`src/design/mem_pkg.sv`:
```
`default_nettype none

package mem_pkg;

    // word and bus sizes
    localparam int data_width = 32;                         // data and address word
    localparam int ctrl_width = 2;                          // mem_control word
    localparam int resp_width = 2;                          // axi bresp field

    // data ram
    localparam int ram_depth_log = 14;                      // 16K words
    localparam int ram_depth     = 1 << ram_depth_log;      // 64 KB of words
    localparam int word_lsb      = 2;                       // byte addr to word addr shift

    // io window sits at the very top of the address space
    localparam int io_low_bit    = 10;                      // lowest bit of window compare
    localparam int io_high_width = data_width - io_low_bit; // bits 31..10
    localparam logic [io_high_width-1:0] io_high_addr = '1; // all ones marks io
    localparam int io_type_bit   = 4;                       // 0 keypad, 1 display

    // mem_control bit positions
    localparam int mem_read_bit  = 0;                       // load request
    localparam int mem_write_bit = 1;                       // store request

    // loader address flag for instruction space
    localparam int imem_flag_bit = 16;                      // writes here get dropped

    // keypad settle stall
    localparam int settle_cycles    = 4;                    // stall length
    localparam int settle_cnt_width = $clog2(settle_cycles + 1);

    // axi response codes
    localparam logic [resp_width-1:0] resp_okay = 2'b00;    // okay

endpackage

`default_nettype wire

```
`src/design/settle_timer.sv`:
```
`timescale 1ns/1ps
`default_nettype none

// keypad settle stall
// start loads the counter, stall holds while it runs down
module settle_timer (
    input  wire  clk,
    input  wire  rst_n,
    input  wire  start,                                 // keypad read request
    output logic stall,                                 // freeze the processor
    output logic done                                   // sample the keypad now
);
    import mem_pkg::*;

    logic [settle_cnt_width-1:0] count;                 // cycles left
    logic                        done_q;                // read just finished

    always_ff @(posedge clk) begin
        if (!rst_n) begin
            count  <= '0;
            done_q <= 1'b0;
        end else begin
            done_q <= done;
            if (count != '0) begin
                count <= count - 1'b1;                  // running, start ignored
            end else if (start && !done_q) begin
                // the finished request is still on the bus for one cycle
                count <= settle_cycles[settle_cnt_width-1:0];
            end
        end
    end

    assign stall = (count != '0);
    assign done  = (count == 1);                        // last stall cycle

endmodule

`default_nettype wire

```
`config.mk`:
```
export PLATFORM = sky130hd
export DESIGN_NAME = settle_timer
export DESIGN_NICKNAME = d
export VERILOG_FILES = /design/src/design/mem_pkg.sv /design/src/design/settle_timer.sv
export SDC_FILE = /design/constraint.sdc
export NUM_CORES = 1
export LEC_CHECK = 0
export BUFFER_PORTS_ARGS = -buffer_cell sky130_fd_sc_hd__buf_4
export CORE_AREA = 2 2 39 41
export CTS_BUF_LIST = sky130_fd_sc_hd__clkbuf_2
export CTS_CLUSTER_SIZE = 24
export DETAILED_ROUTE_END_ITERATION = 10
export DIE_AREA = 0 0 41 43
export MAX_ROUTING_LAYER = met4
export PLACE_DENSITY_LB_ADDON = 0.2
export RECOVER_POWER = 25
export SLEW_MARGIN = 20
export SYNTH_ARGS = -nofsm -noshare
export SYNTH_HDL_FRONTEND = slang
export SYNTH_SLANG_ARGS = --single-unit
```
`constraint.sdc`:
```
create_clock -name clk -period 1.1 [get_ports clk]
set_input_delay 0.165 -clock clk [delete_from_list [all_inputs] [get_ports clk]]
set_output_delay 0.165 -clock clk [all_outputs]
set_load 0.02 [all_outputs]
```
* Word level (Yosys, flattened, before mapping)
Index checks and enable logic that the tools add are counted.
** Cells by class
- Mux-type cells :: 2
- Eq/ne operators :: 1
- Add/subtract/negate cells :: 1
- Reductions and logical operators :: 4
** Operators with widths (number)
- $mux W3 :: 2
- $eq A3 B1 Y1 const B :: 1
- $reduce_bool A3 Y1 :: 1
- $sub A3 B1 Y3 const B :: 1
- $reduce_bool A2 Y1 :: 1
- $logic_and A1 B1 Y1 :: 1
- $logic_not A1 Y1 :: 1
** Storage, ports and cells
- Logic and storage cells :: 10
- Input bits :: 3
- Output and inout port bits :: 2
- Flip-flop bits (word level) :: 4

* Longest topological paths before layout
Gate-level depths: netlist (run 1).
- Depth after elaboration :: 4
- Mapped depth :: 2
- Mapped depth without buffers :: 2

* Least setup slack after synthesis (run 1)
OpenSTA, ideal clock, no wires.
- Path type :: flip-flop to output port
- Start point :: register count[2]
- End point :: output stall
- Arrival time :: 850 ps
- Path slack :: 85 ps
- Data required time :: 935 ps
- Path buffers :: 0
- Cell stages (with the launch flop) :: 2
- Cells stage by stage :: dfxtp_1 or3_2
** Between the ends
- Cells in the longest elaborated chain, start to end :: 1
** RTL lines
- start: declaration :: RTL line settle_timer.sv:15 : logic [settle_cnt_width-1:0] count;
- start signal: assignment :: RTL line settle_timer.sv:25 : count <= count - 1'b1;
- start signal: assignment :: RTL line settle_timer.sv:28 : count <= settle_cycles[settle_cnt_width-1:0];
- $reduce_bool A3 Y1 :: RTL line settle_timer.sv:33 : assign stall = (count != '0);
- end: declaration :: RTL line settle_timer.sv:10 : output logic stall,
Every way passes these cells.

* Worst setup path after layout (run 1)
- Start point :: register count[1]
- End point :: output stall
The elaborated chain is that of the path after synthesis.

==> flow_metrics.py, run 1 <==
metrics = {
    "power": {
        "sw_frac_of_total_pct": 28.53,
        "power.switching_uw": 120.6,
        "clockPowerShare_pct": 32.4,
        "total_power_uw": 422.8,
        "pwr-share-seq_pct": 39.1,
        "comb_power_share_pct": 28.6,
        "cellLeakagePower_nw": 0.1136,
        "p_int_uw": 302.2,
        "p_per_area_nw_per_um2": 1557,
        "ir_worst_vdd_v": 0.0004908,
    },
    "placed_design": {
        "dpl_cell_area_sq_um": 230.2,
        "io_buffers": 4,
        "hpwl_um": 245.3,
        "gp_congestion": 0.5697,
        "pre_cts_ws_ns": 0.001196,
        "dp_cells": 38,
    },
    "global_route": {
        "grt_usage_pct": 6.276,
        "grt_max_degree": 8,
        "top_usage_layer": "met1",
        "met3_usage_pct": 6.283,
        "grt_pass1_vias": 157,
        "antenna_found_initial": 0,
        "grt_pass1_wl_um": 627,
        "gr-usage-met1_pct": 7.395,
        "overflow": 0,
        "met2_usage_pct": 5.313,
    },
    "setup_path": {
        "worstPathRequired_ns": 0.94,
        "cp-end-kind": "primary output",
        "critPathMaxFanout": 2,
        "crit_arrival_ns": 1.03,
        "regToRegSetupSlack_ns": 0.07,
        "worstSetupPathType": "flip-flop to primary output",
        "cp-start-kind": "flip-flop",
    },
    "outcome": {
        "violations": "setup timing",
        "outcome": "finished, violations left",
    },
    "logic_synthesis": {
        "ys_warn_count": 0,
        "synth-seq-cells": 4,
        "netlist_instances": 15,
        "avgSynthCellArea_sq_um": 10.51,
        "seq_area_frac_synth_pct": 50.79,
        "synth_area_sq_um": 157.7,
        "syn_nets": 18,
        "ys_types": 12,
    },
    "floorplanning": {
        "die_x_um": 41,
        "rows": 14,
        "die_h_um": 43,
        "start_util_pct": 11.39,
        "num_io_pins": 5,
        "core_area_sq_um": 1384,
        "dieArea_sq_um": 1763,
    },
    "routing": {
        "wl_per_cell_um": 8.683,
        "ant_nets": 0,
        "vias": 155,
        "avgViaCountPerCell": 3.780,
        "drt_wl_total_um": 356,
        "drtPass1Iterations": 3,
        "route.detailed.drc": 0,
        "drt-initial-drc-count": 6,
    },
    "finish": {
        "area_growth_pct": 72.22,
        "post-route-util_pct": 19.62,
        "final_cells": 41,
        "antenna-diode-count": 0,
        "post-route-cell-area_sq_um": 271.5,
        "drive_gt1_share_pct": 56.00,
        "nets": 30,
    },
    "sta": {
        "timing.final.ws_setup_ns": -0.09447,
        "worst_pin_slew_ns": 0.1821,
        "maxSlewHeadroom_pct": 87.84,
        "hold_viol_final": 0,
        "finalSetupViolCount": 2,
        "skew_ns": 0.004195,
        "rsz0062_at_grt": "true",
        "period_share_pct": 108.6,
        "max_freq_mhz": 837.2,
        "setup_tns_ns": -0.1675,
        "hold_slack_ns": 0.2316,
        "fin_crit_ns": 1.194,
        "maxSlewViolCount": 0,
    },
    "clocking": {
        "cts_tree": "built",
        "clock_latency_ns": 0.21,
        "cts_setup_buffers": 0,
        "cts_buffers": 3,
        "clockRootBuffer": "clkbuf_2",
        "htreeDepth": 1,
        "cts_sinks": 4,
        "clkTransAtPathRegs_ns": 0.05,
        "clockBufferDepth": 2,
        "hold_buffers": 0,
    },
    "job": {
        "drv_cap": 0,
    },
    "min_path": {
        "hp-class": "input pin to flip-flop",
    },
}
registers in the layout, summed over array words and instances, names as in the netlist:
| name | count |
|---|---|
| done_q | 1 |
| count | 3 |
final cells by class:
type,instances,area [sq um]
fillers,157,1112
multi-input cells,11,91.34
flip-flops and latches,4,81.33
repair buffers,7,63.81
well taps,16,20.02
clock buffers,3,15.01
Yosys cell counts (all sizes together):
library cell / instances / area share [%]
nor2: 1 / 2.4
dfxtp: 4 / 51
nand4bb: 1 / 7.1
or3b: 1 / 5.6
and2: 1 / 4.0
nand2: 1 / 2.4
nor3b: 1 / 4.8
o211ai: 1 / 4.8
o31ai: 1 / 4.8
or3: 1 / 4.8
a21boi: 1 / 4.8
and3: 1 / 4.0
routing by layer:
| layer | share of wire (%) | vias up |
|---|---|---|
| li1 | - | 76 |
| met1 | 49 | 69 |
| met2 | 39 | 8 |
| met3 | 9.6 | 2 |
| met4 | 2.2 | 0 |
| met5 | 0 | - |
cell families after synthesis:
family / after synthesis / share of synthesized area, %
AO/OA/AOI/OAI: 3 / 14.29
AND/OR/NAND/NOR: 8 / 34.93
flip-flops: 4 / 50.80
layout by cell type (no fill, tap or decap), types with 3 or more instances in the layout:
cell type,netlist,routed
buf_4,0,4
clkbuf_2,0,3
dfxtp_1,4,3
buf_6,0,3
worst max-delay path, stage by stage, from the launching register on:
cell     delay (ns)
dfxtp_1        0.30
or3_4          0.38
buf_6          0.14
power by group through the flow:
stage | Clock, mW | Combinational, mW | Sequential, mW
finish | 0.137 | 0.121 | 0.165
global route | 0.157 | 0.130 | 0.166
CTS | 0.145 | 0.122 | 0.165
detailed placement | 0 | 0.0945 | 0.166
global placement | 0 | 0.0936 | 0.165
floorplan | 0 | 0.0429 | 0.171
path summary, 6_finish.rpt:
kind | start | end | depth (start not counted)
worst max-delay path | count[1]$_SDFFE_PN0P_ | stall | 2
worst min-delay path | rst_n | count[2]$_SDFFE_PN0P_ | 3
worst max register to register | count[1]$_SDFFE_PN0P_ | count[1]$_SDFFE_PN0P_ | 3
worst min register to register | done_q$_SDFF_PN0_ | count[2]$_SDFFE_PN0P_ | 2
timing repair:
item	CTS	global route
resized for setup	8	0
setup endpoints to repair	2	2
pin swaps	1	0
Power figures use the tool's default switching activity.
==> run 2: changes to the inputs <==
--- a/config.mk
+++ b/config.mk
@@ -14,6 +14,7 @@
 export MAX_ROUTING_LAYER = met4
 export PLACE_DENSITY_LB_ADDON = 0.2
 export RECOVER_POWER = 25
+export SETUP_SLACK_MARGIN = 0.05
 export SLEW_MARGIN = 20
 export SYNTH_ARGS = -nofsm -noshare
 export SYNTH_HDL_FRONTEND = slang
==> flow_metrics.py, run 2 (synthesis gave the netlist of run 1 again) <==
metrics = {
    "sta": {
        "finalSetupViolCount": 2,
        "max_freq_mhz": 840.7,
        "maxSlewViolCount": 0,
        "skew_ns": 0.005000,
        "hold_slack_ns": 0.2388,
        "setup_tns_ns": -0.1552,
        "fin_crit_ns": 1.189,
        "hold_viol_final": 0,
        "timing.final.ws_setup_ns": -0.08945,
        "period_share_pct": 108.1,
        "worst_pin_slew_ns": 0.1840,
        "maxSlewHeadroom_pct": 87.71,
        "rsz0062_at_grt": "true",
    },
    "placed_design": {
        "io_buffers": 4,
        "gp_congestion": 0.5697,
        "hpwl_um": 245.3,
    },
    "setup_path": {
        "critical-path-max-stage-delay_ns": 0.38,
        "cp-start-kind": "flip-flop",
        "regToRegSetupSlack_ns": 0.09,
        "worstSetupPathType": "flip-flop to primary output",
        "slowest_stage": "or3_4",
        "r2r-end": "count[1]$_SDFFE_PN0P_",
        "worstPathRequired_ns": 0.94,
        "critPathMaxFanout": 2,
        "cp_cell_sequence": "or3_4 > buf_6",
        "cp-end-kind": "primary output",
        "r2r_start": "count[1]$_SDFFE_PN0P_",
        "crit_end": "stall",
        "crit_arrival_ns": 1.02,
        "r2r_cells": 3,
        "setup.worst_path.start": "count[1]$_SDFFE_PN0P_",
    },
    "clocking": {
        "cts_sinks": 4,
        "clkTransAtPathRegs_ns": 0.05,
        "cts_buffers": 3,
        "clockRootBuffer": "clkbuf_2",
        "clock_latency_ns": 0.21,
        "hold_buffers": 0,
        "cts_tree": "built",
        "htreeDepth": 1,
        "clockBufferDepth": 2,
    },
    "floorplanning": {
        "rows": 14,
        "die_x_um": 41,
        "dieArea_sq_um": 1763,
        "num_io_pins": 5,
        "core_area_sq_um": 1384,
        "start_util_pct": 11.39,
        "die_h_um": 43,
    },
    "finish": {
        "reg_top3": "count: 3 flops, done_q: 1 flops",
        "largest_register_ffs": 3,
        "layout_commonest_cell": "buf_4",
        "area_growth_pct": 72.22,
        "drive_gt1_share_pct": 56.00,
        "layout_common_cells": "buf_4 (4), clkbuf_2 (3), dfxtp_1 (3), buf_6 (3)",
        "regMostFlops": "count",
        "antenna-diode-count": 0,
        "nets": 30,
    },
    "routing": {
        "wl_per_cell_um": 8.488,
        "ant_nets": 0,
        "drtPass1Iterations": 4,
        "drt-initial-drc-count": 8,
        "avgViaCountPerCell": 3.707,
        "route.detailed.drc": 0,
        "drt_wl_total_um": 348,
        "vias": 152,
    },
    "power": {
        "p_per_area_nw_per_um2": 1546,
        "ir_worst_vdd_v": 0.0004798,
        "cellLeakagePower_nw": 0.1136,
    },
    "global_route": {
        "grt_pass1_wl_um": 627,
        "grt_usage_pct": 6.276,
        "grt_pass1_vias": 157,
        "grt_max_degree": 8,
        "antenna_found_initial": 0,
        "overflow": 0,
    },
    "outcome": {
        "outcome": "finished, violations left",
        "violations": "setup timing",
    },
    "min_path": {
        "hp-class": "input pin to flip-flop",
    },
    "job": {
        "drv_cap": 0,
    },
}
==> run 2: cell counts in the layout (fill, tap and decap cells not counted) <==
No cell type changed its count.
==> run 2: routing by layer <==
layer / wire (um) / vias up / GRT usage, %
met5: 0 / - / -
met4: 0 / 0 / 6.000
met3: 27 / 0 / 6.283
met2: 142 / 5 / 5.313
met1: 178 / 70 / 7.395
li1: - / 77 / -
==> run 2: how the worst min path moves through the flow <==
stage	from	to	slack [ns]	cells past startpoint
after global placement	rst_n	count[2]$_SDFFE_PN0P_	0.44	3
after global routing	rst_n	count[1]$_SDFFE_PN0P_	0.23	2
after detailed placement	rst_n	done_q$_SDFF_PN0_	0.44	2
final	rst_n	count[2]$_SDFFE_PN0P_	0.24	3
after CTS	rst_n	count[1]$_SDFFE_PN0P_	0.23	2
after floorplan	rst_n	done_q$_SDFF_PN0_	0.32	1
==> run 2: final cells by class <==
class | instances | area, sq um
timing repair buffer | 7 | 63.81
clock buffer | 3 | 15.01
fill | 157 | 1112
tap | 16 | 20.02
multi-input combinational | 11 | 91.34
sequential | 4 | 81.33
==> run 2: per-stage QoR <==
stage / setup slack (ns) / power [mW] / instance area [sq um] / instances / utilization, %
2_1_floorplan: 0.08471 / 0.2138 / 157.7 / 15 / -
3_3_place_gp: 0.01558 / 0.2590 / 230.2 / 38 / 16.64
3_5_place_dp: 0.001196 / 0.2601 / 230.2 / 38 / 16.64
4_1_cts: -0.1104 / 0.4320 / 271.5 / 41 / 19.62
5_1_grt: -0.1405 / 0.4533 / 271.5 / 41 / 19.62
6_report: -0.08945 / 0.4198 / 271.5 / 41 / 19.62
==> run 2: report_power, final <==
part | internal [mW] | switching (mW) | total [mW]
registers | 0.159 | 0.00630 | 0.165
logic | 0.0698 | 0.0504 | 0.120
clock network | 0.0734 | 0.0611 | 0.134
total | 0.302 | 0.118 | 0.420
==> run 2: worst max-delay path, delay by kind of cell, from the launching register on <==
| family | cells | cell delay [ns] |
|---|---|---|
| flip-flops | 1 | 0.30 |
| buffers and inverters | 1 | 0.14 |
| AND/OR/NAND/NOR | 1 | 0.38 |
==> run 2: repair_timing <==
item,4_1_cts,5_1_grt
endpoints found under the setup margin,2,3
gates resized for setup,8,0
buffers inserted,0,0
pin swaps,1,1
