File: src/design/mem_pkg.sv
`default_nettype none

package mem_pkg;

    // word and bus sizes
    localparam int data_width = 32;                         // data and address word
    localparam int ctrl_width = 2;                          // mem_control word
    localparam int resp_width = 2;                          // axi bresp field

    // data ram
    localparam int ram_depth_log = 14;                      // 16K words
    localparam int ram_depth     = 1 << ram_depth_log;      // 64 KB of words
    localparam int word_lsb      = 2;                       // byte addr to word addr shift

    // io window sits at the very top of the address space
    localparam int io_low_bit    = 10;                      // lowest bit of window compare
    localparam int io_high_width = data_width - io_low_bit; // bits 31..10
    localparam logic [io_high_width-1:0] io_high_addr = '1; // all ones marks io
    localparam int io_type_bit   = 4;                       // 0 keypad, 1 display

    // mem_control bit positions
    localparam int mem_read_bit  = 0;                       // load request
    localparam int mem_write_bit = 1;                       // store request

    // loader address flag for instruction space
    localparam int imem_flag_bit = 16;                      // writes here get dropped

    // keypad settle stall
    localparam int settle_cycles    = 4;                    // stall length
    localparam int settle_cnt_width = $clog2(settle_cycles + 1);

    // axi response codes
    localparam logic [resp_width-1:0] resp_okay = 2'b00;    // okay

endpackage

`default_nettype wire

File: src/design/load_ctrl.sv
`timescale 1ns/1ps
`default_nettype none

// axi4-lite write slave for program loading
// one write in flight, address and data may come in either order
module load_ctrl (
    input  wire                            clk,
    input  wire                            rst_n,
    input  wire                            load_en,     // loader mode
    input  wire                            awvalid,
    output logic                           awready,
    input  wire [mem_pkg::data_width-1:0]  awaddr,
    input  wire                            wvalid,
    output logic                           wready,
    input  wire [mem_pkg::data_width-1:0]  wdata,
    output logic                           bvalid,
    input  wire                            bready,
    output logic [mem_pkg::resp_width-1:0] bresp,
    output logic                           loader_we,   // ram write pulse
    output logic [mem_pkg::data_width-1:0] loader_addr, // latched byte address
    output logic [mem_pkg::data_width-1:0] loader_data  // latched word
);
    import mem_pkg::*;

    typedef enum logic [1:0] {
        st_idle,                                        // waiting for aw and w
        st_write,                                       // ram write cycle
        st_resp                                         // holding bvalid
    } state_t;

    state_t                state;
    logic                  aw_got;                      // address already taken
    logic                  w_got;                       // data already taken
    logic                  aw_hs;
    logic                  w_hs;
    logic [data_width-1:0] addr_q;
    logic [data_width-1:0] data_q;

    // both ready together in idle, each drops once its beat is in
    assign awready = load_en & (state == st_idle) & ~aw_got;
    assign wready  = load_en & (state == st_idle) & ~w_got;
    assign aw_hs   = awvalid & awready;
    assign w_hs    = wvalid & wready;

    always_ff @(posedge clk) begin
        if (!rst_n) begin
            state  <= st_idle;
            aw_got <= 1'b0;
            w_got  <= 1'b0;
        end else begin
            case (state)
                st_idle: begin
                    if ((aw_got | aw_hs) & (w_got | w_hs)) begin
                        state  <= st_write;             // both beats in hand
                        aw_got <= 1'b0;
                        w_got  <= 1'b0;
                    end else begin
                        aw_got <= aw_got | aw_hs;       // remember a lone beat
                        w_got  <= w_got | w_hs;
                    end
                end
                st_write: begin
                    state <= st_resp;                   // write happens this cycle
                end
                st_resp: begin
                    if (bready) begin
                        state <= st_idle;               // master took the response
                    end
                end
                default: begin
                    state <= st_idle;
                end
            endcase
        end
    end

    // payload capture
    always_ff @(posedge clk) begin
        if (aw_hs) begin
            addr_q <= awaddr;
        end
        if (w_hs) begin
            data_q <= wdata;
        end
    end

    // instruction space writes are acked but dropped
    assign loader_we   = (state == st_write) & ~addr_q[imem_flag_bit];
    assign loader_addr = addr_q;
    assign loader_data = data_q;

    assign bvalid = (state == st_resp);
    assign bresp  = resp_okay;                          // never an error

endmodule

`default_nettype wire

File: config.mk
export PLATFORM = sky130hd
export DESIGN_NAME = load_ctrl
export DESIGN_NICKNAME = d
export VERILOG_FILES = /design/src/design/mem_pkg.sv /design/src/design/load_ctrl.sv
export SDC_FILE = /design/constraint.sdc
export NUM_CORES = 1
export LEC_CHECK = 0
export BUFFER_PORTS_ARGS = -buffer_cell sky130_fd_sc_hd__buf_2
export CORE_MARGIN = 2
export CORE_UTILIZATION = 43
export CTS_BUF_LIST = sky130_fd_sc_hd__clkbuf_4
export CTS_CLUSTER_SIZE = 20
export DETAILED_ROUTE_END_ITERATION = 10
export GPL_ROUTABILITY_DRIVEN = 0
export GPL_TIMING_DRIVEN = 0
export PLACE_DENSITY_LB_ADDON = 0.1
export SLEW_MARGIN = 0
export SYNTH_ARGS = -nofsm -noshare
export SYNTH_HDL_FRONTEND = slang
export SYNTH_SLANG_ARGS = --single-unit
File: constraint.sdc
create_clock -name clk -period 3.9 [get_ports clk]
set_input_delay 0.78 -clock clk [delete_from_list [all_inputs] [get_ports clk]]
set_output_delay 0.78 -clock clk [all_outputs]
set_load 0.01 [all_outputs]
# After elaboration in Yosys (flattened, before gate mapping)

Index checks and enable logic that the tools add are counted.

Memories kept: 0
Memory bits (read-only): 0
Register bits after elaboration: 68
Output and inout port bits: 70
Latch bits: 0
RAM bits: 0
Word-level logic and storage cells: 28
Bits of input ports: 70

Shift operators: 0
Equality and inequality tests: 4
Multiply operators: 0
Divide/modulo/power cells: 0
Muxes and demuxes: 5
$lt $le $gt $ge: 0
Reduce and logical (&&, ||, !) cells: 2
Bitwise gates (word level): 12
$add $sub $neg: 0

Operator list:

| cell                                                             | number |
|---|---|
| 1-bit bitwise AND                                                | 7 |
| 2-bit one-hot mux with 3 select lines                            | 1 |
| 2-bit two-way mux                                                | 2 |
| 2-bit by 1-bit != test with 1-bit output (second input constant) | 2 |
| 1-bit inverter                                                   | 3 |
| 2-bit by 1-bit == test with 1-bit output (second input constant) | 1 |
| 2-bit == test (second input constant)                            | 1 |
| 2-bit zero test                                                  | 1 |
| 1-bit two-way mux                                                | 2 |
| 1-bit OR                                                         | 2 |
| 2-bit AND reduction                                              | 1 |

# Depth between registers and ports, before layout

Gate-level depths: netlist (run 1).

Depth after elaboration: 8
Gate-level depth with buffers: 2

# Worst setup path before layout (run 1)

Ideal clock, no wire load.

Path kind: input to register
Start: input load_en
End: register addr_q[0], in the netlist loader_addr[0], enable pin
Setup time: 416 ps
Path buffers: 0
Arrival: 2509 ps
Data required time: 3484 ps
Stages on the path: 2
Setup slack: 975 ps
Cells stage by stage: or3b_4 > nor3b_2

Word-level cells in the longest chain between the ends: 3

Ends and longest elaborated chain:

| what                            | RTL line        | text |
|---|---|---|
| from (decl)                     | load_ctrl.sv:9  | `input wire load_en,` |
| 1-bit bitwise AND (2 in series) | load_ctrl.sv:40 | `assign awready = load_en & (state == st_idle) & ~aw_got;` |
| 1-bit bitwise AND               | load_ctrl.sv:42 | `assign aw_hs = awvalid & awready;` |
| via aw_hs                       | load_ctrl.sv:34 | `logic aw_hs;` |
| to (signal assigned)            | load_ctrl.sv:80 | `addr_q <= awaddr;` |
| to (decl)                       | load_ctrl.sv:36 | `logic [data_width-1:0] addr_q;` |

The timed path passes the listed nets, and every way through them passes these cells.
A chain may end at the register's enable or synchronous reset.

# Worst setup path after layout (run 1)

Start: input load_en
End: output awready

Word-level cells in the longest chain between the ends: 2

Ends and longest elaborated chain:

| what                            | RTL line        | text |
|---|---|---|
| 1-bit bitwise AND (2 in series) | load_ctrl.sv:40 |  |
| to (decl)                       | load_ctrl.sv:11 | `output logic awready,` |

Every way passes these cells.

==> impl_metrics.ini, run 1 <==
[status]
status = finished, final reports clean

[power]
p_leak_nw = 1.35
powerDensity_mw_per_mm2 = 444
seqPwrFrac_pct = 60.9
total_power_mw = 1.40
p_switching_mw = 0.283
p_sw_share_pct = 20.3
clkPwrFrac_pct = 30.1
combPwrFrac_pct = 9.0
internal_power_mw = 1.11
ir_drop_mv = 0.313

[yosys]
syn_avg_cell_area_um2 = 23.8
ys_types = 18
yosys_most_used_dff = edfxtp_1
syn_inst = 92
mappedNetlistArea_mm2 = 0.00219
synth_edf_count = 64
synth_async_sr_flop_share_pct = 0
yosysWarnings = 0
ys_seq_elements = 68
yosysSeqAreaShare_pct = 91.5

[clock_network]
ctsLongestPathBuffers = 2
clk-insertion-delay-late_ns = 0.38
cts-root-buf = clkbuf_4
post_cts_resized = 0
clkTransAtPathRegs_ns = 0.10
postCtsHoldBufs = 0
cts_tree = yes
clock_sinks = 68
cts_post_setup_buffers_inserted = 0
h-tree-depth = 3
numCtsBuffers = 9

[worst_setup_path]
critPathCaptureType = output port
cp_slowest_cell = or3b_4
crit_top_cell = buf_2
crit_path_cell_trace = buf_2 -> or3b_4 -> nor2_1 -> buf_2
cp_data_required_time_ns = 3.12
cpPeakStageDelay_ns = 0.43
start_kind = input pin
cp_data_arrival_time_ns = 1.58
crit_fanout = 6
path_class = input pin to output port

[timing]
fin_tns_setup_ns = 0
slew_headroom_pct = 38.6
setup_ws_ns = 1.54
fin_crit_sh_pct = 60.5
finClkSkew_ns = 0.0106
setup_viol = 0
max_freq_mhz = 424
final_max_slew_viol_count = 0
worst_pin_slew_ns = 0.921
rsz0062_at_grt = no
finalHoldViolCount = 0
period_needed_ns = 2.36

[place]
portBuffers = 137
dp.cells = 299
pre_cts_slack_ns = 1.20
dp_hpwl_mm = 3.11

[drt]
drt-initial-drc-count = 48
vias_per_cell = 4.32
ant_nets = 0
top_layer_used = met4
routedWlPerCell_um = 12.8
drt_wl_total_mm = 4.02
met2_length_mm = 1.91
drc = 0
num_vias = 1356
wl_met3_um = 547
wl_met1_mm = 1.44
first_pass_iters = 4

[floorplan]
rows = 25
core_mm2 = 0.00482
die_h_um = 75.3
ios = 140
die_area_mm2 = 0.00568
die_width_um = 75.3
initial_core_util_pct = 45.4

[grt]
grt_max_degree = 21
grt_pass1_vias = 1310
gr-total-overflow = 0
gr-usage-all-layers_pct = 14.4
grt_antenna_before_repair = 0
grt_pass1_wl_mm = 5.68

[cells_and_area]
post_route_cells_drive_above_1_share_pct = 64.8
n_antenna_cell = 0
stdcell_count = 314
nNetsFinal = 313
areaGrowthSynthToFinish_pct = 43.7
fill_cells = 381

[worst_hold_path]
hp-class = flop to flop

[flow_run]
drv_cap = 0
==> power by group through the flow <==
stage	Sequential, mW	Clock (mW)	Combinational [mW]
after floorplan	0.888	0	0.0279
after global placement	0.868	0	0.117
after detailed placement	0.868	0	0.128
after CTS	0.851	0.440	0.128
after global routing	0.855	0.467	0.139
final	0.851	0.420	0.126
==> synth_stat cells (2+ instances only) <==
library cell | number | share of area [%]
a21oi_1 | 2 | 0.46
and4bb_1 | 2 | 1.1
buf_4 | 2 | 0.69
dfxtp_1 | 4 | 3.7
edfxtp_1 | 64 | 88
inv_1 | 2 | 0.34
nor2_1 | 2 | 0.34
nor2b_1 | 3 | 0.86
nor3b_2 | 2 | 1.1
==> kinds of logic (layout without fill, tap and decap cells) <==
logic type | count (synthesis) | count (layout) | share of synthesized area, %
other cells | 1 | 2 | 0.171
buf+inv | 4 | 158 | 1.03
flops | 68 | 68 | 91.5
compound gates | 6 | 6 | 2.52
simple gates | 13 | 13 | 4.80
==> stage by stage <==
step	hold slack [ns]	utilization, %	area [um^2]
4_1_cts	0.540	65.3	3150
3_5_place_dp	0.553	62.6	3020
5_1_grt	0.530	65.3	3150
6_report	0.553	65.3	3150
2_1_floorplan	0.496	-	2190
3_3_place_gp	0.531	61.5	2960
==> critical path, delay by kind of cell <==
kind	cells	cell delay [ns]
buffers and inverters	2	0.26
AND/OR/NAND/NOR	2	0.54
==> state kept, by name (all words and copies together) (netlist names) <==
name,cells
aw_got,1
loader_data,32
w_got,1
state,2
loader_addr,32
==> final timing paths <==
| check | startpoint | endpoint | slack [ns] | cells after the start |
|---|---|---|---|---|
| max | load_en | awready | 1.54 | 4 |
| min | w_got | state[0] | 0.55 | 2 |
| max reg2reg | state[1] | loader_data[26] | 1.75 | 3 |
| min reg2reg | w_got | state[0] | 0.55 | 2 |
==> placed cells by master (no fill, tap or decap), drive strengths merged <==
cell,count
or2,1
clkbuf,12
clkinv,2
conb,2
dfxtp,4
edfxtp,64
and4bb,2
nor2,2
nor3b,3
o21a,1
a21oi,2
o221a,2
a2111oi,1
nand2,1
or3b,1
nor2b,3
bufinv,1
buf,141
inv,2
==> final cells by class <==
class / count / area [um^2] / area share [%]
buffer: 2 / 15.0 / 0.477
clock buffer: 12 / 90.1 / 2.86
clock inverter: 3 / 38.8 / 1.23
inverter: 2 / 7.51 / 0.239
multi-input combinational: 21 / 180 / 5.73
sequential: 68 / 2000 / 63.6
tap: 67 / 83.8 / 2.67
timing repair buffer: 139 / 728 / 23.2
==> metal layers <==
layer	global-route usage, %	vias to the layer above
met3	8.20	13
met2	22.1	89
met5	0	-
met1	15.2	591
li1	-	663
met4	9.55	0
Note: power is estimated with default switching activity, not from simulation.
==> run 2, diff against run 1 <==
- CORE_UTILIZATION: 43 -> 39
- clock period: 3.9 -> 1.96 ns (I/O delays scaled with it)
==> run 2 against run 1 <==
Clock-buffer cell count is 1 lower; via count grew 0.74%; critical path depth fell by 1; flip-flop and latch count unchanged; sequential share of layout area is 1.1 points lower; worst hold slack lost 0.38 ns; clock power increased by 110%; largest cell class unchanged; critical endpoint unchanged; cell count rose by 3.5%; highest routed layer unchanged.
==> impl_metrics.ini, run 2 (synthesized netlist as in run 1, its figures left out) <==
[power]
internal_power_mw = 2.21
p_switching_mw = 0.603
total_power_mw = 2.82
p_leak_nw = 1.38
clkPwrFrac_pct = 30.7
combPwrFrac_pct = 9.2
p_sw_share_pct = 21.4
seqPwrFrac_pct = 60.1
ir_drop_mv = 0.474
powerDensity_mw_per_mm2 = 880

[floorplan]
initial_core_util_pct = 40.0
die_h_um = 78.9
rows = 27
ios = 140
core_mm2 = 0.00547
die_area_mm2 = 0.00623
die_width_um = 78.9

[drt]
drt_wl_total_mm = 4.08
routedWlPerCell_um = 12.5
drt-initial-drc-count = 49
first_pass_iters = 4
vias_per_cell = 4.20
drc = 0
num_vias = 1366
ant_nets = 0

[timing]
fin_tns_setup_ns = 0
period_needed_ns = 1.87
finalHoldViolCount = 0
setup_viol = 0
fin_crit_sh_pct = 95.3
rsz0062_at_grt = no
finClkSkew_ns = 0.00731
final_max_slew_viol_count = 0
max_freq_mhz = 536
fin_hold_ws_ns = 0.170
setup_ws_ns = 0.0928

[grt]
grt_antenna_before_repair = 0
grt_max_degree = 18
grt_pass1_vias = 1341
gr-usage-all-layers_pct = 13.5
gr-total-overflow = 0
grt_pass1_wl_mm = 6.05

[worst_setup_path]
cp_data_required_time_ns = 1.57
crit_fanout = 7
path_class = flop to output port
critPathCaptureType = output port
rrSetupSlack_ns = 0.31
r2r-start = state[1]
startpoint = state[1]
start_kind = flop
cp_data_arrival_time_ns = 1.48

[place]
dp_hpwl_mm = 2.95
place_area_mm2 = 0.00300
portBuffers = 137
dp.cells = 303
pre_cts_slack_ns = -0.566

[cells_and_area]
areaGrowthSynthToFinish_pct = 46.2
post_route_cells_drive_above_1_share_pct = 66.0
layout_commonest_cell = buf_2
nNetsFinal = 318
stdcell_count = 325
utilization_pct = 58.5
fin_area_mm2 = 0.00320
layout_common_cells = 137 x buf_2, 64 x edfxtp_1, 11 x clkbuf_4
fill_cells = 446
n_antenna_cell = 0

[flow_run]
drv_cap = 0

[clock_network]
h-tree-depth = 3
clock_sinks = 68
cts_tree = yes
cts-root-buf = clkbuf_4
ctsLongestPathBuffers = 2
clk-insertion-delay-late_ns = 0.38
numCtsBuffers = 9
postCtsHoldBufs = 0
clkTransAtPathRegs_ns = 0.10

[status]
status = finished, final reports clean

[worst_hold_path]
hp-start = awaddr[12]
hp-class = input pin to flop
[run 2: power by group through the flow]
stage	Sequential, mW	Clock (mW)	Combinational (mW)
CTS	1.70	0.899	0.255
detailed placement	1.73	0	0.244
floorplan	1.77	0	0.0592
global placement	1.73	0	0.237
global route	1.70	0.957	0.284
finish	1.69	0.863	0.260
[run 2: what timing repair did]
item                       in CTS  in global routing
buffers inserted                2                  3
gates resized for setup         1                  0
setup endpoints to repair      49                 32
pin swaps                       2                  2
cloned                          1                  0
[run 2: routing by layer]
layer | up-vias | GRT usage (%) | wire length [um]
li1 | 673 | - | -
met1 | 595 | 14.3 | 1530
met2 | 91 | 21.0 | 1890
met3 | 7 | 6.59 | 576
met4 | 0 | 9.31 | 76
met5 | - | 0 | 0
[run 2: cell type report]
type	instances	area, um^2	area share, %
Inverter	2	7.51	0.235
Multi-Input combinational cell	22	199	6.22
Buffer	2	15.0	0.469
Clock buffer	11	82.6	2.58
Tap cell	72	90.1	2.82
Timing Repair Buffer	143	751	23.5
Clock inverter	5	52.6	1.64
Sequential cell	68	2000	62.6
[run 2: final timing paths]
kind                     end  depth (start not counted)
max                  awready                          3
min          loader_addr[12]                          1
max reg2reg  loader_addr[26]                          3
min reg2reg           aw_got                          1
[run 2: critical path, cell delays in order, from the launching register on]
cell	delay [ns]
dfxtp_1	0.36
or3b_4	0.48
nor2_1	0.11
buf_2	0.13
