==> src/design/mem_pkg.sv <==
`default_nettype none

package mem_pkg;

    // word and bus sizes
    localparam int data_width = 32;                         // data and address word
    localparam int ctrl_width = 2;                          // mem_control word
    localparam int resp_width = 2;                          // axi bresp field

    // data ram
    localparam int ram_depth_log = 14;                      // 16K words
    localparam int ram_depth     = 1 << ram_depth_log;      // 64 KB of words
    localparam int word_lsb      = 2;                       // byte addr to word addr shift

    // io window sits at the very top of the address space
    localparam int io_low_bit    = 10;                      // lowest bit of window compare
    localparam int io_high_width = data_width - io_low_bit; // bits 31..10
    localparam logic [io_high_width-1:0] io_high_addr = '1; // all ones marks io
    localparam int io_type_bit   = 4;                       // 0 keypad, 1 display

    // mem_control bit positions
    localparam int mem_read_bit  = 0;                       // load request
    localparam int mem_write_bit = 1;                       // store request

    // loader address flag for instruction space
    localparam int imem_flag_bit = 16;                      // writes here get dropped

    // keypad settle stall
    localparam int settle_cycles    = 4;                    // stall length
    localparam int settle_cnt_width = $clog2(settle_cycles + 1);

    // axi response codes
    localparam logic [resp_width-1:0] resp_okay = 2'b00;    // okay

endpackage

`default_nettype wire

==> src/design/io_regs.sv <==
`timescale 1ns/1ps
`default_nettype none

// io port registers
// display value written by stores, keypad sampled at end of settle
module io_regs (
    input  wire                            clk,
    input  wire                            rst_n,
    input  wire                            vga_we,      // display store strobe
    input  wire  [mem_pkg::data_width-1:0] store_data,  // store word
    output logic [mem_pkg::data_width-1:0] vga_value,   // to display driver
    input  wire                            settle_done, // keypad is stable
    input  wire  [mem_pkg::data_width-1:0] keypad_data, // raw keypad word
    output logic [mem_pkg::data_width-1:0] kbd_value    // sampled keypad word
);

    // display register, blank after reset
    always_ff @(posedge clk) begin
        if (!rst_n) begin
            vga_value <= '0;
        end else if (vga_we) begin
            vga_value <= store_data;                    // shows up next cycle
        end
    end

    // keypad sample, taken on the last stall cycle
    always_ff @(posedge clk) begin
        if (settle_done) begin
            kbd_value <= keypad_data;                   // ready when stall drops
        end
    end

endmodule

`default_nettype wire

==> config.mk <==
export PLATFORM = sky130hd
export DESIGN_NAME = io_regs
export DESIGN_NICKNAME = d
export VERILOG_FILES = /design/src/design/mem_pkg.sv /design/src/design/io_regs.sv
export SDC_FILE = /design/constraint.sdc
export NUM_CORES = 1
export LEC_CHECK = 0
export ABC_CLOCK_PERIOD_IN_PS = 800
export BUFFER_PORTS_ARGS = -buffer_cell sky130_fd_sc_hd__clkbuf_2
export CORE_MARGIN = 2
export CORE_UTILIZATION = 44
export CTS_BUF_LIST = sky130_fd_sc_hd__clkbuf_2 sky130_fd_sc_hd__clkbuf_4 sky130_fd_sc_hd__clkbuf_8
export DETAILED_ROUTE_END_ITERATION = 10
export PLACE_DENSITY = 0.84
export SLEW_MARGIN = 20
export SYNTH_ARGS = -nofsm -noshare
export SYNTH_HDL_FRONTEND = slang
export SYNTH_SLANG_ARGS = --single-unit
==> constraint.sdc <==
create_clock -name clk -period 0.8 [get_ports clk]
set_input_delay 0.08 -clock clk [delete_from_list [all_inputs] [get_ports clk]]
set_output_delay 0.08 -clock clk [all_outputs]
set_load 0.01 [all_outputs]
==> After elaboration in Yosys (flattened, before gate mapping) <==
Index checks and enable logic that the tools add are counted.
{ "totals": {"register_bits": 64, "in_bits": 68, "out_inout_bits": 64, "wordCells": 2} }

==> Depth between registers and ports, before layout <==
Gate-level depths: netlist of run 1.
{ "depth": {"ltp_word": 0, "depth_mapped": 4, "mapped_depth_nobuf": 2} }

==> Least setup slack after synthesis of run 1 <==
OpenSTA, ideal clock, no wires.
{ "synth_timing": {"path_kind": "in2reg", "startpoint": "input port vga_we", "endpoint": "register vga_value[0] (netlist name)", "setup_ps": 116, "arrival_time_ps": 552, "required_ps": 684, "slack_ps": 132, "stages": 4, "path_cell_list": "buf_6 buf_12 mux2i_1 nor2b_1"} }
{ "synth_lines": {"columns": ["item", "line_no", "source"], "rows": [
  ["from (decl)", "io_regs.sv:9", "input wire vga_we,"],
  ["to (signal assigned)", "io_regs.sv:22", "vga_value <= store_data;"],
  ["to (decl)", "io_regs.sv:11", "output logic [mem_pkg::data_width-1:0] vga_value,"]
]} }

==> Final worst setup path of run 1 <==
{ "layout_timing": {"startpoint": "register kbd_value[14] (netlist name)", "endpoint": "output port kbd_value[14] (netlist name)"} }
{ "layout_lines": {"columns": ["item", "line_no", "source"], "rows": [
  ["from (decl)", "io_regs.sv:14", "output logic [mem_pkg::data_width-1:0] kbd_value"],
  ["from (signal assigned)", "io_regs.sv:29", "kbd_value <= keypad_data;"]
]} }
No word-level cell between the ends.

==> results of run 1 <==
per-stage QoR:
stage,setup TNS [ns],instance area (sq um),hold slack [ns],setup WS (ns),total power [mW]
after floorplan,0,2205,0.1789,0.1322,4.190
after global placement,0,2929,0.2578,0.01532,4.594
after detailed placement,-0.1466,2929,0.2586,-0.04506,4.626
after CTS,-5.968,3510,0.002898,-0.1400,7.776
after global routing,-6.967,3725,0.009959,-0.1651,8.149
final,-4.722,3725,0.01246,-0.1338,7.873
final cells by class:
class | count | share of cell area, %
Sequential cell | 64 | 44.07
Timing Repair Buffer | 169 | 33.79
Multi-Input combinational cell | 64 | 13.97
Clock buffer | 9 | 3.326
Clock inverter | 7 | 2.586
Tap cell | 67 | 2.251
power by group:
part | switching [mW] | total (mW) | internal (mW) | leakage [nW]
logic | 0.434 | 1.05 | 0.618 | 1.03
clock network | 1.26 | 3.02 | 1.75 | 0.103
registers | 0.107 | 3.81 | 3.70 | 0.589
total | 1.80 | 7.87 | 6.07 | 1.72
cell families after synthesis:
group,count (synthesis)
flops,64
mux,32
simple gates,32
buf+inv,7
flip-flops by register name, summed over array words and instances (netlist names):
register	flops
kbd_value	32
vga_value	32
cell usage after synthesis:
library cell	n
dfxtp_1	32
edfxtp_1	32
mux2i_1	32
nor2b_1	32
buf_12	3
clkbuf_1	3
buf_6	1
timing repair:
item,in CTS,in global routing
resized for setup,32,66
buffers inserted,0,2
hold buffers,32,0
hold endpoints to repair,32,0
endpoints found under the setup margin,64,64
per-layer routing:
layer | share of wire [%] | vias to the layer above | wire length [microns] | global-route usage (%)
met5 | 0 | - | 0 | 0
met4 | 3.0 | 0 | 174 | 10.52
met3 | 7.6 | 17 | 436 | 5.622
met2 | 53 | 94 | 3014 | 31.56
met1 | 37 | 782 | 2104 | 20.89
li1 | - | 816 | - | -
final timing paths:
path	slack (ns)	end	start	cells past startpoint
min	0.01	vga_value[28]$_SDFFE_PN0P_	store_data[28]	3
min reg2reg	0.52	vga_value[7]$_SDFFE_PN0P_	vga_value[7]$_SDFFE_PN0P_	2
max reg2reg	0.03	vga_value[23]$_SDFFE_PN0P_	vga_value[23]$_SDFFE_PN0P_	3
max	-0.13	kbd_value[14]	kbd_value[14]$_DFFE_PP_	1
==> impl_metrics.csv, run 1 <==
group,metric,value,unit
critical_path,crit_family,"flip-flops",
synthesis,synth_cell_types,7,
clock_tree,root_buffer,"clkbuf_8",
routing,ant_nets,0,
critical_path,max_stage_delay,0.38,ns
routing,drc_errors,0,
timing,hold_violations,0,
critical_path,worstSetupEndpointType,"output pin",
synthesis,synth_xor_area_share,0,%
critical_path,required,0.72,ns
critical_path,setup.worst_path.start_class,"flop",
die,num_io_pins,132,
placement,hpwl,3274,microns
pwr,ir_drop,0.001282,V
die,die_w,74.79,microns
pwr,cellPowerDensity,2114,nW/um^2
die,initial_core_util,46.07,%
placement,port_buffers,131,
critical_path,path_class,"flop to output pin",
layout,fill_cells,286,
die,num_rows,25,
pwr,power.leakage,1.720,nW
layout,syn_to_final_growth,68.96,%
outcome,status,"finished, violations left",
synthesis,synth_seq_cells,64,
synthesis,syn_nets,203,
outcome,failed_checks,"negative setup slack",
timing,fmax,1071,MHz
timing,period_minus_slack,0.9338,ns
routing,first_iter_violations,54,
global_routing,track_usage,18.61,%
layout,regArea,1642,sq um
die,core_area,4786,sq um
critical_path,cp_max_fo,1,
routing,post_drt_wl_per_cell,15.08,microns
synthesis,yosys.area_share.adder,0,%
synthesis,yosys.area.top_type,"edfxtp_1",
layout,final_util,77.83,%
critical_path,cp_cell_sequence,"clkbuf_2",
layout,multi_input_area,520.5,sq um
global_routing,antenna_found_initial,0,
layout,drive_above_1_share,58.79,%
layout,nNetsFinal,376,
routing,vias,1709,
clock_tree,numCtsBuffers,9,
clock_tree,clkLatencyLatePin,0.32,ns
global_routing,grt_overflow,0,
timing,rsz0062_at_grt,"yes",
clock_tree,ctsHtreeMaxLevel,3,
synthesis,yosys-mux-area-fraction,14.53,%
synthesis,synthSimpleGateAreaFrac,9.081,%
global_routing,grt_pass1_wl,7638,microns
synthesis,synth_compound_area_share,0,%
hold_path,hold_path.class,"input port to flop",
run,cap_violations,0,
routing,drt-total-wl,5729,microns
placement,gp_congestion,0.7527,
critical_path,crit_arrival,0.85,ns
die,die-area,5593,sq um
clock_tree,clockBufferDepth,2,
die,die_h,74.79,microns
placement,place_inst,330,
global_routing,grt_start_max_net_pins,33,
synthesis,synth_top_family_by_area,"multiplexers",
synthesis,syn-mean-instance-area,16.33,sq um
timing,relSlewSlack,68.14,%
clock_tree,cts_tree,"yes",
synthesis,synth_area,2205,sq um
timing,layout_setup_ws,-0.1338,ns
routing,via_per_inst,4.497,
layout,final_common_cell,"clkbuf_2",
critical_path,critPathSlowestCell,"edfxtp_1",
layout,num_antenna_cells,0,
synthesis,synth_top_area_share,43.59,%
clock_tree,clock-sinks,64,
synthesis,ys_seq_area_share,72.64,%
synthesis,yosys_warnings,0,
global_routing,first_global_vias,1723,
critical_path,critical_path_buf_inv_count,1,
timing,slew_violations,0,
timing,skew,0,ns
synthesis,synth_area_leaders,"edfxtp_1 (44%), dfxtp_1 (29%), mux2i_1 (15%)",
synthesis,postSynthCellCount,135,
clock_tree,cts.clk_slew.worst_paths,0.08,ns
timing,worstMarginPinSlew,0.4778,ns
layout,final_cell_count_no_fill,380,
timing,period_share,116.7,%
routing,dr.pass1.iters,4,
timing,finalSetupViolations,64,
(Power assumes the default switching activity.)
==> run 2: changes to the inputs <==
Settings changed: BUFFER_PORTS_ARGS -buffer_cell sky130_fd_sc_hd__clkbuf_2 to -buffer_cell sky130_fd_sc_hd__buf_4.
==> run 2 against run 1 <==
Cell area increased by 13%; largest cell class is now buffers; final cell count increased by 2.4%; fmax decreased by 4.4%; via count increased by 7.4%; register-to-register slack got worse by 0.03 ns; largest power group unchanged; the run still ends with negative setup slack left.
==> impl_metrics.csv, run 2 (same netlist as run 1, synthesis figures left out) <==
group,metric,value,unit
routing,first_iter_violations,52,
layout,top_regs,"kbd_value x32, vga_value x32",
pwr,ir_drop,0.001464,V
pwr,cellPowerDensity,2042,nW/um^2
global_routing,grt_pass1_wl,9446,microns
clock_tree,cts_tree,"yes",
global_routing,track_usage,23.76,%
clock_tree,clkLatencyLatePin,0.32,ns
critical_path,regToRegStartpoint,"vga_value[21]$_SDFFE_PN0P_",
layout,multi_input_area,528.0,sq um
routing,dr.pass1.iters,5,
timing,hold_violations,0,
timing,finalSetupViolations,65,
clock_tree,root_buffer,"clkbuf_8",
layout,final_cell_mix,"buf_4 (74), buf_6 (65), dlygate4sd3_1 (34)",
routing,drc_errors,0,
critical_path,crit_family,"flip-flops",
layout,syn_to_final_growth,91.66,%
die,initial_core_util,46.07,%
pwr,finalPower,8.630,mW
timing,period_share,122.1,%
global_routing,antenna_found_initial,0,
clock_tree,numCtsBuffers,9,
placement,hpwl,3637,microns
critical_path,rr_endpoint,"vga_value[21]$_SDFFE_PN0P_",
global_routing,grt_overflow,0,
die,die-area,5593,sq um
layout,fill_cells,198,
critical_path,max_stage_delay,0.42,ns
critical_path,worstSetupEndpointType,"output pin",
critical_path,critPathSlowestCell,"edfxtp_1",
hold_path,hold_path.class,"input port to flop",
timing,fmax,1023,MHz
critical_path,reg2regPathDepth,3,
critical_path,cp-startpoint,"kbd_value[25]$_DFFE_PP_",
critical_path,path_class,"flop to output pin",
critical_path,r2r_slack,0,ns
timing,relSlewSlack,83.46,%
timing,layout_setup_ws,-0.1771,ns
timing,slew_violations,0,
hold_path,min_from,"store_data[17]",
clock_tree,clock-sinks,64,
die,num_io_pins,132,
die,num_rows,25,
global_routing,first_global_vias,1975,
die,core_area,4786,sq um
layout,num_antenna_cells,0,
timing,skew,0,ns
layout,drive_above_1_share,60.25,%
placement,port_buffers,131,
critical_path,cp_max_fo,1,
timing,worstMarginPinSlew,0.2481,ns
routing,post_drt_wl_per_cell,18.60,microns
outcome,status,"finished, violations left",
clock_tree,clockBufferDepth,2,
critical_path,critical_path_buf_inv_count,1,
timing,period_minus_slack,0.9771,ns
run,cap_violations,0,
critical_path,required,0.72,ns
critical_path,cp_cell_sequence,"buf_6",
hold_path,hold_depth,3,
layout,regArea,1642,sq um
layout,nNetsFinal,385,
routing,ant_nets,0,
pwr,power.leakage,1.891,nW
die,die_h,74.79,microns
hold_path,holdPathEnd,"vga_value[17]$_SDFFE_PN0P_",
timing,rsz0062_at_grt,"yes",
routing,via_per_inst,4.720,
placement,gp_congestion,0.7700,
die,die_w,74.79,microns
clock_tree,cts.clk_slew.worst_paths,0.07,ns
timing,finalSetupTns,-6.072,ns
layout,final_common_cell,"buf_4",
outcome,failed_checks,"negative setup slack",
global_routing,grt_start_max_net_pins,33,
critical_path,crit_arrival,0.90,ns
critical_path,setup.worst_path.start_class,"flop",
routing,drt-total-wl,7235,microns
clock_tree,ctsHtreeMaxLevel,3,
routing,vias,1836,
-- run 2: changes by cell type in the layout (fill, tap and decap cells not counted), sizes merged --
cell,change
buf,+105
clkbuf,-98
dlygate4sd3,+2
bufinv,+1
clkinvlp,-1
-- run 2: final cells by class --
type / instances / area share (%)
clock buffers: 9 / 2.932
flip-flops and latches: 64 / 38.85
clock inverters: 7 / 2.843
multi-input cells: 64 / 12.50
well taps: 67 / 1.984
repair buffers: 178 / 40.89
-- run 2: worst max-delay path by stage --
stage          slack [ns]                    endpoint  depth (start not counted)
2_1_floorplan        0.13   vga_value[0]$_SDFFE_PN0P_                          4
3_3_place_gp         0.05  vga_value[28]$_SDFFE_PN0P_                          4
3_5_place_dp        0.002  vga_value[26]$_SDFFE_PN0P_                          4
4_1_cts             -0.17               kbd_value[28]                          1
5_1_grt             -0.21               kbd_value[28]                          1
6_report            -0.18               kbd_value[25]                          1
-- run 2: timing repair --
action,in CTS,in global routing
buffers inserted,2,6
hold buffers,34,0
endpoints found under the hold margin,34,0
endpoints found under the setup margin,64,65
resized for setup,78,21
-- run 2: tightest hold or removal path, stage by stage --
cell and delay (ns):
buf_4 0.08, mux2i_1 0.05, nor2b_1 0.09
-- run 2: power by group --
group | internal (mW) | switching, mW
combinational | 0.898 | 0.481
sequential | 3.70 | 0.148
clock | 2.08 | 1.32
-- run 2: routing by layer --
metal	vias up	GRT usage (%)	part of all wire [%]
li1	835	-	-
met1	873	22.60	33
met2	106	44.54	55
met3	22	8.434	8.0
met4	0	12.30	4.0
met5	-	0	0
-- run 2: through the flow --
stage,area [sq um],cells,setup WS (ns),utilization [%],hold slack [ns]
finish,4225,389,-0.1771,88.29,0.01189
global route,4225,389,-0.2068,88.29,0.007442
CTS,4101,383,-0.1652,85.70,0.0003016
detailed placement,3289,331,0.002414,68.73,0.2593
global placement,3289,331,0.05100,68.73,0.2581
floorplan,2205,135,0.1322,-,0.1789
==> run 3: changes to the inputs <==
Settings changed: SETUP_SLACK_MARGIN set to 0.05.
==> run 3 against run 2 <==
The run still ends with negative setup slack left; final cell count is 0.26% lower; global-route usage is the same; clock skew is the same; non-clock buffer count decreased by 1; fmax hardly changed; critical endpoint unchanged; worst hold slack worse by 0.00053 ns; clock power hardly changed; clock-buffer cell count unchanged.
==> impl_metrics.csv, run 3 (same netlist as run 1, synthesis figures left out) <==
group,metric,value,unit
timing,finalSetupViolations,64,
pwr,cellPowerDensity,2037,nW/um^2
layout,drive_above_1_share,60.12,%
pwr,ir_drop,0.001454,V
critical_path,cp_cell_sequence,"buf_6",
clock_tree,cts.clk_slew.worst_paths,0.08,ns
pwr,finalPower,8.602,mW
clock_tree,numCtsBuffers,9,
die,die_w,74.79,microns
critical_path,required,0.72,ns
pwr,power.leakage,1.896,nW
routing,first_iter_violations,45,
placement,hpwl,3637,microns
routing,wl_met1,2320,microns
clock_tree,clockBufferDepth,2,
critical_path,worstSetupEndpointType,"output pin",
layout,nNetsFinal,384,
global_routing,track_usage,23.76,%
global_routing,antenna_found_initial,0,
critical_path,cp-startpoint,"kbd_value[25]$_DFFE_PP_",
critical_path,regToRegStartpoint,"vga_value[21]$_SDFFE_PN0P_",
die,initial_core_util,46.07,%
layout,final_cell_count_no_fill,388,
timing,skew,0,ns
critical_path,critPathSlowestCell,"edfxtp_1",
critical_path,r2r_slack,0.01,ns
timing,slew_violations,0,
layout,syn_to_final_growth,91.60,%
critical_path,crit_arrival,0.90,ns
timing,layout_setup_ws,-0.1769,ns
routing,post_drt_wl_per_cell,18.04,microns
clock_tree,cts_tree,"yes",
outcome,failed_checks,"negative setup slack",
routing,dr_wl_met3,594,microns
timing,worstMarginPinSlew,0.2470,ns
clock_tree,root_buffer,"clkbuf_8",
outcome,status,"finished, violations left",
routing,via_per_inst,4.678,
die,die_h,74.79,microns
routing,ant_nets,0,
placement,gp_congestion,0.7700,
critical_path,path_class,"flop to output pin",
clock_tree,clkLatencyLatePin,0.32,ns
timing,rsz0062_at_grt,"yes",
routing,wl_met2,3810,microns
die,die-area,5593,sq um
die,num_rows,25,
routing,dr.pass1.iters,4,
die,num_io_pins,132,
die,core_area,4786,sq um
critical_path,critical_path_buf_inv_count,1,
global_routing,grt_pass1_wl,9446,microns
layout,final_common_cell,"buf_4",
placement,port_buffers,131,
layout,final_cell_mix,"buf_4 (72), buf_6 (66), dlygate4sd3_1 (33)",
layout,num_antenna_cells,0,
timing,fin_hold_ws,0.01136,ns
routing,top_layer_used,"met4",
critical_path,setup.worst_path.start_class,"flop",
hold_path,min_from,"store_data[17]",
routing,vias,1815,
layout,top_regs,"kbd_value x32, vga_value x32",
run,cap_violations,0,
hold_path,hold_path.class,"input port to flop",
layout,regArea,1642,sq um
timing,period_share,122.1,%
timing,hold_violations,0,
critical_path,max_stage_delay,0.42,ns
clock_tree,clock-sinks,64,
placement,place_inst,331,
critical_path,cp_max_fo,1,
layout,multi_input_area,528.0,sq um
routing,drc_errors,0,
global_routing,grt_start_max_net_pins,33,
timing,relSlewSlack,83.53,%
global_routing,grt_overflow,0,
clock_tree,ctsHtreeMaxLevel,3,
timing,period_minus_slack,0.9769,ns
layout,fill_cells,200,
timing,fmax,1024,MHz
critical_path,crit_family,"flip-flops",
routing,drt-total-wl,7001,microns
global_routing,first_global_vias,1975,
[run 3: what timing repair did]
action | CTS | global route
buffers inserted | 2 | 6
pin swaps | 0 | 0
hold buffers | 34 | 0
hold endpoints to repair | 34 | 0
setup endpoints to repair | 64 | 68
gates resized for setup | 78 | 23
[run 3: worst paths after layout]
check,endpoint,depth (start not counted)
max,kbd_value[25],1
min reg2reg,vga_value[17]$_SDFFE_PN0P_,2
min,vga_value[17]$_SDFFE_PN0P_,3
max reg2reg,vga_value[21]$_SDFFE_PN0P_,3
[run 3: cell type report]
cell class	instances	share of cell area [%]
Clock inverter	7	2.844
Multi-Input combinational cell	64	12.50
Sequential cell	64	38.86
Tap cell	67	1.985
Timing Repair Buffer	177	40.88
Clock buffer	9	2.932
[run 3: through the flow]
step	cell area, sq um	setup WS [ns]	util [%]	TNS [ns]
after detailed placement	3289	0.002414	68.73	0
after floorplan	2205	0.1322	-	0
after global placement	3289	0.05100	68.73	0
after CTS	4101	-0.1652	85.70	-6.126
after global routing	4224	-0.2023	88.26	-7.864
final	4224	-0.1769	88.26	-5.978
[run 3: power breakdown]
| group | total [mW] | leakage, nW | switching (mW) | internal, mW |
|---|---|---|---|---|
| combinational | 1.37 | 1.19 | 0.472 | 0.897 |
| sequential | 3.85 | 0.589 | 0.146 | 3.70 |
| clock | 3.38 | 0.119 | 1.31 | 2.08 |
| total | 8.60 | 1.90 | 1.93 | 6.68 |
[run 3: per-layer routing]
layer | up-vias | GRT usage (%)
met3 | 22 | 8.434
met4 | 0 | 12.30
met2 | 106 | 44.54
met1 | 853 | 22.60
met5 | - | 0
li1 | 834 | -
